--- src/hw/scpuIo_macros.svh ---
`ifndef SCPUIO_MACROS_SVH
`define SCPUIO_MACROS_SVH

// Register offsets, low byte of the $42xx page
`define NMITIMEN_OFS 8'h00
`define WRMPYA_OFS   8'h02
`define WRMPYB_OFS   8'h03
`define WRDIVL_OFS   8'h04
`define WRDIVH_OFS   8'h05
`define WRDIVB_OFS   8'h06
`define HTIMEL_OFS   8'h07
`define HTIMEH_OFS   8'h08
`define VTIMEL_OFS   8'h09
`define VTIMEH_OFS   8'h0A
`define RDNMI_OFS    8'h10
`define TIMEUP_OFS   8'h11
`define HVBJOY_OFS   8'h12
`define RDDIVL_OFS   8'h14
`define RDDIVH_OFS   8'h15
`define RDMPYL_OFS   8'h16
`define RDMPYH_OFS   8'h17

`define MUL_STEPS      8        // One CLK per add-and-shift
`define DIV_STEPS      16
`define DOT_DIV        4        // CLKs per dot
`define CPU_VERSION    4'h2     // Low nibble of RDNMI
`define OPEN_BUS_RESET 8'hFF
`define TIME_RESET     9'h1FF   // HTIME and VTIME after reset

`endif

--- src/hw/scpuIoPkg.sv ---
package scpuIoPkg;

    typedef logic [7:0]  byte_t;      // Register data
    typedef logic [15:0] word_t;      // Math operands and results
    typedef logic [7:0]  regOfs_t;    // Offset within $42xx
    typedef logic [8:0]  beamCount_t;

    // Encoding matches NMITIMEN bits 5:4
    typedef enum logic [1:0] {
        IRQ_OFF = 2'b00,
        IRQ_H   = 2'b01,
        IRQ_V   = 2'b10,
        IRQ_HV  = 2'b11
    } irqMode_t;

    typedef enum logic [1:0] {
        MATH_IDLE,
        MATH_MUL,
        MATH_DIV
    } mathState_t;

endpackage

--- src/hw/beamCounter.sv ---
`include "scpuIo_macros.svh"

module beamCounter (
    input  logic                   CLK,
    input  logic                   RST_N,
    input  logic                   HBLANK,
    input  logic                   VBLANK,
    output logic                   dotCe,
    output scpuIoPkg::beamCount_t  hCount,
    output scpuIoPkg::beamCount_t  vCount
);

    localparam int DotCntW = $clog2(`DOT_DIV);

    logic [DotCntW-1:0] dotCnt;
    logic               dotLast;
    logic               hblankOld;
    logic               vblankOld;
    logic               hFall;
    logic               vFall;

    assign dotLast = (dotCnt == DotCntW'(`DOT_DIV - 1));
    assign hFall   = hblankOld & ~HBLANK;   // End of line blanking
    assign vFall   = vblankOld & ~VBLANK;   // End of frame blanking

    always_ff @(posedge CLK) begin
        if (!RST_N) begin
            dotCnt    <= '0;
            dotCe     <= 1'b0;
            hblankOld <= 1'b0;
            vblankOld <= 1'b0;
            hCount    <= '0;
            vCount    <= '0;
        end else begin
            dotCnt    <= dotLast ? '0 : dotCnt + DotCntW'(1);
            dotCe     <= dotLast;
            hblankOld <= HBLANK;
            vblankOld <= VBLANK;

            if (vFall) begin
                hCount <= '0;
                vCount <= '0;
            end else if (hFall) begin
                hCount <= '0;
                vCount <= vCount + 9'd1;
            end else if (dotCe) begin
                hCount <= hCount + 9'd1;
            end
        end
    end

endmodule

--- src/hw/irqControl.sv ---
`include "scpuIo_macros.svh"

module irqControl (
    input  logic                   CLK,
    input  logic                   RST_N,
    input  scpuIoPkg::byte_t       wrData,
    input  logic                   nmitimenWr,
    input  logic                   htimeLoWr,
    input  logic                   htimeHiWr,
    input  logic                   vtimeLoWr,
    input  logic                   vtimeHiWr,
    input  logic                   rdnmiRd,
    input  logic                   timeupRd,
    input  logic                   dotCe,
    input  scpuIoPkg::beamCount_t  hCount,
    input  scpuIoPkg::beamCount_t  vCount,
    input  logic                   VBLANK,
    output logic                   nmiFlag,
    output logic                   irqFlag,
    output logic                   NMI_N,
    output logic                   IRQ_N
);

    logic                   nmiEn;
    scpuIoPkg::irqMode_t    irqMode;
    scpuIoPkg::beamCount_t  hTime;
    scpuIoPkg::beamCount_t  vTime;
    logic                   vblankDot;   // VBLANK as of the last dot
    logic                   nmiLock;     // Flag set during the current dot
    logic                   irqMatch;
    logic                   matchOld;
    logic                   irqOff;

    assign irqOff = nmitimenWr && (wrData[5:4] == 2'b00);

    always_ff @(posedge CLK) begin
        if (!RST_N) begin
            nmiEn   <= 1'b0;
            irqMode <= scpuIoPkg::IRQ_OFF;
            hTime   <= `TIME_RESET;
            vTime   <= `TIME_RESET;
        end else begin
            if (nmitimenWr) begin
                nmiEn   <= wrData[7];
                irqMode <= scpuIoPkg::irqMode_t'(wrData[5:4]);
            end
            if (htimeLoWr) hTime[7:0] <= wrData;
            if (htimeHiWr) hTime[8]   <= wrData[0];
            if (vtimeLoWr) vTime[7:0] <= wrData;
            if (vtimeHiWr) vTime[8]   <= wrData[0];
        end
    end

    // NMI flag, a read in the dot that set it does not clear it
    always_ff @(posedge CLK) begin
        if (!RST_N) begin
            nmiFlag   <= 1'b0;
            nmiLock   <= 1'b0;
            vblankDot <= 1'b0;
        end else begin
            if (dotCe) begin
                vblankDot <= VBLANK;
                nmiLock   <= 1'b0;
            end
            if (dotCe && VBLANK && !vblankDot) begin
                nmiFlag <= 1'b1;
                nmiLock <= 1'b1;
            end else if (dotCe && !VBLANK && vblankDot) begin
                nmiFlag <= 1'b0;
            end else if (rdnmiRd && !nmiLock) begin
                nmiFlag <= 1'b0;
            end
        end
    end

    always_comb begin
        case (irqMode)
            scpuIoPkg::IRQ_H:  irqMatch = (hCount == hTime);
            scpuIoPkg::IRQ_V:  irqMatch = (vCount == vTime) && (hCount == '0);
            scpuIoPkg::IRQ_HV: irqMatch = (hCount == hTime) && (vCount == vTime);
            default:           irqMatch = 1'b0;
        endcase
    end

    always_ff @(posedge CLK) begin
        if (!RST_N) begin
            irqFlag  <= 1'b0;
            matchOld <= 1'b0;
        end else begin
            if (dotCe) begin
                matchOld <= irqMatch;
            end
            if (irqOff) begin
                irqFlag <= 1'b0;   // Disabling the timer drops a pending IRQ
            end else if (dotCe && irqMatch && !matchOld) begin
                irqFlag <= 1'b1;
            end else if (timeupRd) begin
                irqFlag <= 1'b0;
            end
        end
    end

    assign NMI_N = ~(nmiEn & nmiFlag);
    assign IRQ_N = ~irqFlag;

endmodule

--- src/hw/mathUnit.sv ---
`include "scpuIo_macros.svh"

module mathUnit (
    input  logic              CLK,
    input  logic              RST_N,
    input  scpuIoPkg::byte_t  wrData,
    input  logic              mpyAWr,
    input  logic              mpyBWr,
    input  logic              divLoWr,
    input  logic              divHiWr,
    input  logic              divBWr,
    output scpuIoPkg::word_t  rdDiv,
    output scpuIoPkg::word_t  rdMpy
);

    scpuIoPkg::mathState_t state;
    logic [3:0]            stepCnt;
    scpuIoPkg::byte_t      mpyA;      // WRMPYA
    scpuIoPkg::word_t      divA;      // WRDIVA
    logic [22:0]           shiftOp;   // Multiplicand, or divisor aligned to bit 15
    logic                  mulStart;
    logic                  divStart;
    logic                  lastStep;

    // Starts while busy are dropped
    assign mulStart = mpyBWr && (state == scpuIoPkg::MATH_IDLE);
    assign divStart = divBWr && (state == scpuIoPkg::MATH_IDLE);

    always_comb begin
        if (state == scpuIoPkg::MATH_MUL) begin
            lastStep = (stepCnt == 4'(`MUL_STEPS - 1));
        end else begin
            lastStep = (stepCnt == 4'(`DIV_STEPS - 1));
        end
    end

    always_ff @(posedge CLK) begin
        if (mpyAWr) begin
            mpyA <= wrData;
        end
        if (divLoWr) begin
            divA[7:0] <= wrData;
        end
        if (divHiWr) begin
            divA[15:8] <= wrData;
        end

        if (mulStart) begin
            shiftOp <= {15'b0, wrData};
        end else if (divStart) begin
            shiftOp <= {wrData, 15'b0};
        end else if (state == scpuIoPkg::MATH_MUL) begin
            shiftOp <= {shiftOp[21:0], 1'b0};
        end else if (state == scpuIoPkg::MATH_DIV) begin
            shiftOp <= {1'b0, shiftOp[22:1]};
        end
    end

    always_ff @(posedge CLK) begin
        if (!RST_N) begin
            state   <= scpuIoPkg::MATH_IDLE;
            stepCnt <= '0;
            rdDiv   <= '0;
            rdMpy   <= '0;
        end else begin
            case (state)
                scpuIoPkg::MATH_IDLE: begin
                    stepCnt <= '0;
                    if (mulStart) begin
                        rdDiv <= {wrData, mpyA};   // Multiplier leaves from bit 0, B remains
                        rdMpy <= '0;
                        state <= scpuIoPkg::MATH_MUL;
                    end else if (divStart) begin
                        rdMpy <= divA;             // Running remainder
                        state <= scpuIoPkg::MATH_DIV;
                    end
                end
                scpuIoPkg::MATH_MUL: begin
                    if (rdDiv[0]) begin
                        rdMpy <= rdMpy + shiftOp[15:0];
                    end
                    rdDiv   <= {1'b0, rdDiv[15:1]};
                    stepCnt <= stepCnt + 4'd1;
                    if (lastStep) begin
                        state <= scpuIoPkg::MATH_IDLE;
                    end
                end
                scpuIoPkg::MATH_DIV: begin
                    // Restoring step, zero divisor always subtracts and gives FFFF
                    if ({7'b0, rdMpy} >= shiftOp) begin
                        rdMpy <= rdMpy - shiftOp[15:0];
                        rdDiv <= {rdDiv[14:0], 1'b1};
                    end else begin
                        rdDiv <= {rdDiv[14:0], 1'b0};
                    end
                    stepCnt <= stepCnt + 4'd1;
                    if (lastStep) begin
                        state <= scpuIoPkg::MATH_IDLE;
                    end
                end
                default: state <= scpuIoPkg::MATH_IDLE;
            endcase
        end
    end

endmodule

--- src/hw/scpuIo.sv ---
module scpuIo (
    input  logic                CLK,
    input  logic                RST_N,
    input  logic                wbCyc,
    input  logic                wbStb,
    input  logic                wbWe,
    input  scpuIoPkg::regOfs_t  wbAdr,
    input  scpuIoPkg::byte_t    wbDatW,
    output scpuIoPkg::byte_t    wbDatR,
    output logic                wbAck,
    input  logic                HBLANK,
    input  logic                VBLANK,
    output logic                NMI_N,
    output logic                IRQ_N
);

    scpuIoPkg::byte_t       wrData;
    scpuIoPkg::word_t       rdDiv;
    scpuIoPkg::word_t       rdMpy;
    scpuIoPkg::beamCount_t  hCount;
    scpuIoPkg::beamCount_t  vCount;
    logic                   dotCe;
    logic                   nmiFlag;
    logic                   irqFlag;
    logic                   nmitimenWr;
    logic                   htimeLoWr;
    logic                   htimeHiWr;
    logic                   vtimeLoWr;
    logic                   vtimeHiWr;
    logic                   rdnmiRd;
    logic                   timeupRd;
    logic                   mpyAWr;
    logic                   mpyBWr;
    logic                   divLoWr;
    logic                   divHiWr;
    logic                   divBWr;

    wbRegDecode wbRegDecode_i (
        .CLK(CLK), .RST_N(RST_N),
        .wbCyc(wbCyc), .wbStb(wbStb), .wbWe(wbWe), .wbAdr(wbAdr), .wbDatW(wbDatW),
        .wbDatR(wbDatR), .wbAck(wbAck),
        .HBLANK(HBLANK), .VBLANK(VBLANK), .nmiFlag(nmiFlag), .irqFlag(irqFlag),
        .rdDiv(rdDiv), .rdMpy(rdMpy), .wrData(wrData),
        .nmitimenWr(nmitimenWr), .htimeLoWr(htimeLoWr), .htimeHiWr(htimeHiWr),
        .vtimeLoWr(vtimeLoWr), .vtimeHiWr(vtimeHiWr),
        .rdnmiRd(rdnmiRd), .timeupRd(timeupRd),
        .mpyAWr(mpyAWr), .mpyBWr(mpyBWr),
        .divLoWr(divLoWr), .divHiWr(divHiWr), .divBWr(divBWr)
    );

    mathUnit mathUnit_i (
        .CLK(CLK), .RST_N(RST_N), .wrData(wrData),
        .mpyAWr(mpyAWr), .mpyBWr(mpyBWr),
        .divLoWr(divLoWr), .divHiWr(divHiWr), .divBWr(divBWr),
        .rdDiv(rdDiv), .rdMpy(rdMpy)
    );

    beamCounter beamCounter_i (
        .CLK(CLK), .RST_N(RST_N), .HBLANK(HBLANK), .VBLANK(VBLANK),
        .dotCe(dotCe), .hCount(hCount), .vCount(vCount)
    );

    irqControl irqControl_i (
        .CLK(CLK), .RST_N(RST_N), .wrData(wrData),
        .nmitimenWr(nmitimenWr), .htimeLoWr(htimeLoWr), .htimeHiWr(htimeHiWr),
        .vtimeLoWr(vtimeLoWr), .vtimeHiWr(vtimeHiWr),
        .rdnmiRd(rdnmiRd), .timeupRd(timeupRd),
        .dotCe(dotCe), .hCount(hCount), .vCount(vCount), .VBLANK(VBLANK),
        .nmiFlag(nmiFlag), .irqFlag(irqFlag), .NMI_N(NMI_N), .IRQ_N(IRQ_N)
    );

endmodule

--- src/hw/wbRegDecode.sv ---
`include "scpuIo_macros.svh"

module wbRegDecode (
    input  logic                CLK,
    input  logic                RST_N,
    input  logic                wbCyc,
    input  logic                wbStb,
    input  logic                wbWe,
    input  scpuIoPkg::regOfs_t  wbAdr,
    input  scpuIoPkg::byte_t    wbDatW,
    output scpuIoPkg::byte_t    wbDatR,
    output logic                wbAck,
    input  logic                HBLANK,
    input  logic                VBLANK,
    input  logic                nmiFlag,
    input  logic                irqFlag,
    input  scpuIoPkg::word_t    rdDiv,
    input  scpuIoPkg::word_t    rdMpy,
    output scpuIoPkg::byte_t    wrData,
    output logic                nmitimenWr,
    output logic                htimeLoWr,
    output logic                htimeHiWr,
    output logic                vtimeLoWr,
    output logic                vtimeHiWr,
    output logic                rdnmiRd,
    output logic                timeupRd,
    output logic                mpyAWr,
    output logic                mpyBWr,
    output logic                divLoWr,
    output logic                divHiWr,
    output logic                divBWr
);

    scpuIoPkg::byte_t openBus;   // Last byte seen on the bus
    scpuIoPkg::byte_t readData;
    logic             accept;
    logic             wrAcc;
    logic             rdAcc;

    // Sampled transfer, ack follows on the next edge
    assign accept = wbCyc & wbStb & ~wbAck;
    assign wrAcc  = accept & wbWe;
    assign rdAcc  = accept & ~wbWe;
    assign wrData = wbDatW;

    always_ff @(posedge CLK) begin
        if (!RST_N) begin
            wbAck <= 1'b0;
        end else begin
            wbAck <= accept;   // Drops after one cycle since accept needs ~wbAck
        end
    end

    assign nmitimenWr = wrAcc && (wbAdr == `NMITIMEN_OFS);
    assign mpyAWr     = wrAcc && (wbAdr == `WRMPYA_OFS);
    assign mpyBWr     = wrAcc && (wbAdr == `WRMPYB_OFS);
    assign divLoWr    = wrAcc && (wbAdr == `WRDIVL_OFS);
    assign divHiWr    = wrAcc && (wbAdr == `WRDIVH_OFS);
    assign divBWr     = wrAcc && (wbAdr == `WRDIVB_OFS);
    assign htimeLoWr  = wrAcc && (wbAdr == `HTIMEL_OFS);
    assign htimeHiWr  = wrAcc && (wbAdr == `HTIMEH_OFS);
    assign vtimeLoWr  = wrAcc && (wbAdr == `VTIMEL_OFS);
    assign vtimeHiWr  = wrAcc && (wbAdr == `VTIMEH_OFS);
    assign rdnmiRd    = rdAcc && (wbAdr == `RDNMI_OFS);
    assign timeupRd   = rdAcc && (wbAdr == `TIMEUP_OFS);

    always_comb begin
        case (wbAdr)
            `RDNMI_OFS:  readData = {nmiFlag, openBus[6:4], `CPU_VERSION};
            `TIMEUP_OFS: readData = {irqFlag, openBus[6:0]};
            `HVBJOY_OFS: readData = {VBLANK, HBLANK, openBus[5:1], 1'b0};
            `RDDIVL_OFS: readData = rdDiv[7:0];
            `RDDIVH_OFS: readData = rdDiv[15:8];
            `RDMPYL_OFS: readData = rdMpy[7:0];
            `RDMPYH_OFS: readData = rdMpy[15:8];
            default:     readData = openBus;   // Unmapped reads float
        endcase
    end

    always_ff @(posedge CLK) begin
        if (!RST_N) begin
            openBus <= `OPEN_BUS_RESET;
        end else if (wrAcc) begin
            openBus <= wbDatW;
        end else if (rdAcc) begin
            openBus <= readData;
        end
    end

    // Latch holds the returned byte while wbAck is high
    assign wbDatR = openBus;

endmodule

--- config.mk ---
export PLATFORM = sky130hd
export DESIGN_NAME = scpuIo
export DESIGN_NICKNAME = d
export VERILOG_FILES = /design/src/hw/scpuIoPkg.sv /design/src/hw/beamCounter.sv /design/src/hw/irqControl.sv /design/src/hw/mathUnit.sv /design/src/hw/scpuIo.sv /design/src/hw/wbRegDecode.sv
export VERILOG_INCLUDE_DIRS = /design/src /design/src/hw
export SDC_FILE = /design/constraint.sdc
export NUM_CORES = 1
export LEC_CHECK = 0
export BUFFER_PORTS_ARGS = -buffer_cell sky130_fd_sc_hd__buf_2
export CORE_UTILIZATION = 45
export CTS_CLUSTER_DIAMETER = 80
export DETAILED_ROUTE_END_ITERATION = 12
export PLACE_DENSITY = 0.62
export REMOVE_ABC_BUFFERS = 1
export SLEW_MARGIN = 10
export SYNTH_ARGS = -nofsm -noshare
export SYNTH_HDL_FRONTEND = slang
export SYNTH_SLANG_ARGS = --single-unit
--- constraint.sdc ---
create_clock -name CLK -period 6.55 [get_ports CLK]
set_input_delay 0.655 -clock CLK [delete_from_list [all_inputs] [get_ports CLK]]
set_output_delay 0.655 -clock CLK [all_outputs]
set_load 0.01 [all_outputs]
==> flow_summary.yaml, run 1 <==
yosys:
  muxShareOfSynthArea_pct: 7.385
  synth_top_area_cell: "dfxtp_1"
  synth_top_area_share_pct: 27.27
  synth_cell_types: 69
  synth_edf_count: 32
  ys_top_cells_by_area: "dfxtp_1 (27%), edfxtp_1 (12%), ha_1 (6.1%)"
  yosys.area_share.simple_pct: 16.49
  synth_commonest_cells: "dfxtp_1 (111), nor2_1 (105), nand2_1 (75)"
  syn_area_sq_um: 8149
  synth_top_family_by_area: "compound AO/OA/AOI/OAI gates"
  yosys_warnings: 0
  synthArstFlopShare_pct: 0
  synth_compound_area_share_pct: 19.47
  seq_area_frac_synth_pct: 39.06
  yosys.area_share.adder_pct: 6.387
  synth_most_common_cell: "dfxtp_1"
  ys_seq_elements: 143
  ys.flop_type: "dfxtp_1"
  avgSynthCellArea_sq_um: 9.014
  synth-xor-area-share_pct: 6.664
  synth_cells: 904
layout:
  diodes: 0
  layout-drive-gt1-share_pct: 11.55
  final_cell_area_sq_um: 8995
  fillers: 1615
  multi_input_area_sq_um: 4608
  fin_cells: 1143
  area_growth_pct: 10.38
  nets: 969
  seq_area_sq_um: 3183
sta:
  setup_viol: 0
  rsz0062_at_grt: "false"
  slew_violations: 0
  finClkSkew_ps: 9.914
  worst_pin_slew_ps: 1083
  maxSlewHeadroom_pct: 27.82
  fmax_mhz: 296.4
  period_share_pct: 51.50
  post-route-min-period_ps: 3373
  fin_hold_ws_ps: 432.5
  final_hold_viol_count: 0
  tns_ps: 0
power_and_ir_drop:
  p_leak_nw: 3.371
  peakVddDrop_uv: 201.4
  p_total_mw: 2.587
  powerDensity_nw_per_um2: 287.7
hold_path:
  min_path_type: "reg -> reg"
  min_path_cells: 1
worst_setup_path:
  slowest_stage: "edfxtp_1"
  critPathCapture: "mathUnit_i.rdMpy[15]"
  crit_arrival_ps: 3650
  path_buf_inv: 1
  rr_startpoint: "mathUnit_i.shiftOp[1]"
  reg2reg_setup_slack_ps: 3180
  cp-end-kind: "flip-flop"
  slowest_delay_ps: 470
  crit_required_ps: 6820
  crit_start: "mathUnit_i.shiftOp[1]"
  crit_cells: 14
  reg2regPathDepth: 14
  crit_fanout: 7
  start_kind: "flip-flop"
  r2r_end: "mathUnit_i.rdMpy[15]"
  critPathTopFamily: "compound AO/OA/AOI/OAI gates"
  criticalPathCategory: "reg -> reg"
  crit_chain: "inv_1, ha_1, nor2b_1, and3_1, a21o_1, o21ai_0, xnor2_1, ha_1, and4_1, a221o_1, a31oi_1, xnor2_1, a22oi_1, a21oi_1"
floorplan:
  rows: 48
  io_pins: 34
  fp.coreArea_sq_um: 17480
  initial_core_util_pct: 46.63
  die_height_um: 136.6
  fp.dieArea_sq_um: 18650
  fp.dieW_um: 136.6
drt:
  vias: 6661
  first_pass_iters: 5
  drtIter0Drc: 483
  viasPerCell: 5.828
  drtAntennaViolNets: 0
  totalWireLength_um: 20800
  drc: 0
  wl_per_cell_um: 18.19
clock_tree:
  cts_buffers: 17
  tritoncts: "yes"
  hold_buffers: 0
  root_buffer: "clkbuf_16"
  post_cts_resized: 0
  post-cts-setup-buffer-count: 0
  htreeDepth: 4
  insertion_delay_ps: 420
  clock-sinks: 143
  path_clk_slew_ps: 60
  clk_path_buf_depth: 2
grt:
  grt_usage_pct: 23.40
  overflow: 0
  grt_max_degree: 70
  antenna_found_initial: 0
  grt_pass1_wl_um: 32820
  grt_pass1_vias: 6036
placed_design:
  postPlaceCellArea_sq_um: 8396
  dp.cells: 1111
  portBuffers: 33
  gp_congestion: 0.8527
  hpwl_um: 14550
flow_run:
  maxCapViolCount: 0
run_status:
  outcome: "finished clean"
## metal layers
metal / up-vias / GRT usage, % / wire (um)
met2: 161 / 35.25 / 9360
met4: 0 / 9.321 / 520
met3: 37 / 4.407 / 865
met1: 3189 / 32.83 / 10050
li1: 3274 / - / -
met5: - / 0 / 0
## state kept, by name (all words and copies together) (netlist names), 2 cells and up
name / cells
mathUnit_i.shiftOp: 23
mathUnit_i.divA: 16
mathUnit_i.rdDiv: 16
mathUnit_i.rdMpy: 16
beamCounter_i.hCount: 9
beamCounter_i.vCount: 9
irqControl_i.hTime: 9
irqControl_i.vTime: 9
mathUnit_i.mpyA: 8
wbRegDecode_i.wbDatR: 8
mathUnit_i.stepCnt: 4
beamCounter_i.dotCnt: 2
irqControl_i.irqMode: 2
mathUnit_i.state: 2
## final cells by class
cell class | count | area share, %
clock inverters | 13 | 1.530
multi-input cells | 671 | 51.23
well taps | 225 | 3.130
flip-flops and latches | 143 | 35.39
repair buffers | 38 | 2.253
inverters | 34 | 1.419
clock buffers | 19 | 5.049
## kinds of logic (layout without fill, tap and decap cells)
family / after synthesis / after routing
AOI/OAI and AO/OA: 236 / 236
xor gates and xnor gates: 62 / 62
adders and majority gates: 41 / 41
buffers and inverters: 90 / 104
DFF: 143 / 143
muxes: 50 / 50
and+or+nand+nor: 282 / 282
## worst min path at each step
stage | from | end | slack, ps
2_1_floorplan | beamCounter_i.dotCnt[0] | beamCounter_i.dotCnt[0] | 410
3_3_place_gp | beamCounter_i.dotCnt[0] | beamCounter_i.dotCnt[0] | 420
3_5_place_dp | beamCounter_i.dotCnt[0] | beamCounter_i.dotCnt[0] | 430
4_1_cts | beamCounter_i.dotCnt[0] | beamCounter_i.dotCnt[0] | 440
5_1_grt | beamCounter_i.dotCnt[0] | beamCounter_i.dotCnt[0] | 460
6_report | beamCounter_i.dotCnt[0] | beamCounter_i.dotCnt[0] | 430
## placed cells by master, fill, tap and decap left out, types with 9 or more instances in the layout
cell type,instances
a211oi_1,20
a211oi_2,14
a21o_1,11
a21oi_1,74
a22oi_1,28
buf_2,33
clkbuf_16,18
dfxtp_1,111
edfxtp_1,32
ha_1,38
inv_1,32
mux2i_1,41
nand2_1,75
nand3_1,24
nand4_1,12
nor2_1,105
nor3_1,9
o21ai_0,33
o31ai_1,9
xnor2_1,41
xor2_1,21
## metrics by stage
step / util (%) / setup slack (ps)
finish: 51.47 / 3177
global route: 51.47 / 2907
CTS: 51.42 / 3162
detailed placement: 48.04 / 2939
global placement: 48.04 / 2972
floorplan: - / 2989
## report_power, final
| part | internal [mW] | switching [mW] | total [mW] |
|---|---|---|---|
| sequential | 0.966 | 0.0884 | 1.05 |
| combinational | 0.229 | 0.324 | 0.554 |
| clock | 0.561 | 0.419 | 0.980 |
| total | 1.76 | 0.832 | 2.59 |
## worst register-to-register path, cell delays in order (launching register included)
cell and delay, ps:
edfxtp_1 470, inv_1 180, ha_1 180, nor2b_1 230
and3_1 240, a21o_1 170, o21ai_0 110, xnor2_1 150
ha_1 380, and4_1 250, a221o_1 340, a31oi_1 190
xnor2_1 100, a22oi_1 140, a21oi_1 90
Power figures use the tool's default switching activity.
==> run 2, diff against run 1 <==
--- a/config.mk
+++ b/config.mk
@@ -10,7 +10,7 @@
 export CORE_UTILIZATION = 45
 export CTS_CLUSTER_DIAMETER = 80
 export DETAILED_ROUTE_END_ITERATION = 12
-export PLACE_DENSITY = 0.62
+export PLACE_DENSITY = 0.65
 export REMOVE_ABC_BUFFERS = 1
 export SLEW_MARGIN = 10
 export SYNTH_ARGS = -nofsm -noshare
==> constraint.sdc (replaced) <==
create_clock -name CLK -period 2.95 [get_ports CLK]
set_input_delay 0.295 -clock CLK [delete_from_list [all_inputs] [get_ports CLK]]
set_output_delay 0.295 -clock CLK [all_outputs]
set_load 0.01 [all_outputs]
==> flow_summary.yaml, run 2 (same netlist as run 1, synthesis figures left out) <==
sta:
  fin_hold_ws_ps: 117.0
  rsz0062_at_grt: "true"
  worst_pin_slew_ps: 627.2
  maxSlewHeadroom_pct: 58.10
  postLayoutSetupSlackWorst_ps: 37.59
  finClkSkew_ps: 8.237
  fmax_mhz: 343.4
  tns_ps: 0
  final_hold_viol_count: 0
  post-route-min-period_ps: 2912
  slew_violations: 0
  period_share_pct: 98.73
  setup_viol: 0
grt:
  grt_max_degree: 46
  grt_pass1_vias: 6277
  grt_pass1_wl_um: 34380
  grt_usage_pct: 24.39
  overflow: 0
  antenna_found_initial: 0
worst_setup_path:
  crit_chain: "inv_1, ha_2, nor2b_4, and3_4, a21o_4, xnor2_2, ha_1, a21o_1, o21bai_4, a221o_1, a31oi_2, xnor2_1, a22oi_1, a21oi_1"
  cp-end-kind: "flip-flop"
  slowest_stage: "edfxtp_1"
  crit_arrival_ps: 3230
  criticalPathCategory: "reg -> reg"
  start_kind: "flip-flop"
  crit_required_ps: 3260
  critPathTopFamily: "compound AO/OA/AOI/OAI gates"
  slowest_delay_ps: 370
  crit_fanout: 3
  path_buf_inv: 1
drt:
  drtIter0Drc: 464
  vias: 6861
  drtAntennaViolNets: 0
  dr_wl_met3_um: 1215
  routed.top_layer: "met4"
  drc: 0
  wl_per_cell_um: 18.24
  first_pass_iters: 7
  dr_wl_met2_um: 10290
  totalWireLength_um: 21590
  viasPerCell: 5.795
  met1_length_um: 9783
power_and_ir_drop:
  powerDensity_nw_per_um2: 647.7
  p_leak_nw: 3.608
  peakVddDrop_uv: 406.6
  p_total_mw: 6.128
floorplan:
  fp.coreArea_sq_um: 17480
  rows: 48
  die_height_um: 136.6
  fp.dieW_um: 136.6
  initial_core_util_pct: 46.63
  io_pins: 34
  fp.dieArea_sq_um: 18650
placed_design:
  portBuffers: 33
  hpwl_um: 15090
  gp_congestion: 0.8829
  place_ws_ps: -112.0
layout:
  fillers: 1559
  area_growth_pct: 16.11
  final_cell_mix: "dfxtp_1 (111), nor2_1 (105), nand2_1 (74)"
  diodes: 0
  layout-drive-gt1-share_pct: 17.52
  top_register: "mathUnit_i.shiftOp"
  layout_commonest_cell: "dfxtp_1"
  nets: 1010
  largest_register_ffs: 23
clock_tree:
  root_buffer: "clkbuf_16"
  htreeDepth: 4
  cts_buffers: 17
  insertion_delay_ps: 430
  clk_path_buf_depth: 2
  clock-sinks: 143
  tritoncts: "yes"
  path_clk_slew_ps: 70
hold_path:
  min_path_type: "in -> reg"
run_status:
  outcome: "finished clean"
flow_run:
  maxCapViolCount: 0
-- run 2: worst reg2reg max path: cells and delay by family (launching register included) --
family                     cells  cell delay [ps]
buffers and inverters          1               60
DFF                            1              370
and+or+nand+nor                2              310
xor gates and xnor gates       2              230
AOI/OAI and AO/OA              7             1360
adders and majority gates      2              480
-- run 2: where the power goes --
part	leakage (nW)	internal (mW)	switching (mW)
Sequential	1.19	2.14	0.192
Combinational	2.10	0.652	0.815
Clock	0.315	1.35	0.978
Total	3.61	4.14	1.98
-- run 2: layer usage --
layer	up-vias	GRT usage, %
li1	3359	-
met1	3279	33.05
met2	201	39.00
met3	22	4.593
met4	0	7.840
met5	-	0
-- run 2: worst paths after layout --
| kind | from | to | slack, ps | cells past startpoint |
|---|---|---|---|---|
| setup / recovery | mathUnit_i.shiftOp[0] | mathUnit_i.rdMpy[15] | 40 | 14 |
| hold / removal | HBLANK | beamCounter_i.hblankOld | 120 | 2 |
| setup reg to reg | mathUnit_i.shiftOp[0] | mathUnit_i.rdMpy[15] | 40 | 14 |
| hold reg to reg | beamCounter_i.dotCnt[0] | beamCounter_i.dotCnt[0] | 430 | 1 |
-- run 2: cell type report --
class	count	area, sq um	area share, %
clock buffer	18	450.4	4.761
timing repair buffer	79	535.5	5.660
multi-input combinational	671	4696	49.63
sequential	143	3183	33.64
clock inverter	14	187.7	1.984
tap	225	281.5	2.975
inverter	34	127.6	1.349
-- run 2: stage by stage --
step	util (%)	instances	area (sq um)
2_1_floorplan	-	848	7906
3_3_place_gp	49.86	1150	8713
3_5_place_dp	49.86	1150	8713
4_1_cts	53.67	1182	9380
5_1_grt	54.14	1184	9462
6_report	54.14	1184	9462
-- run 2: repair_timing --
item,4_1_cts,5_1_grt
setup buffers,0,2
resized for setup,8,18
pin swaps,2,13
hold buffers,0,0
setup endpoints to repair,1,8
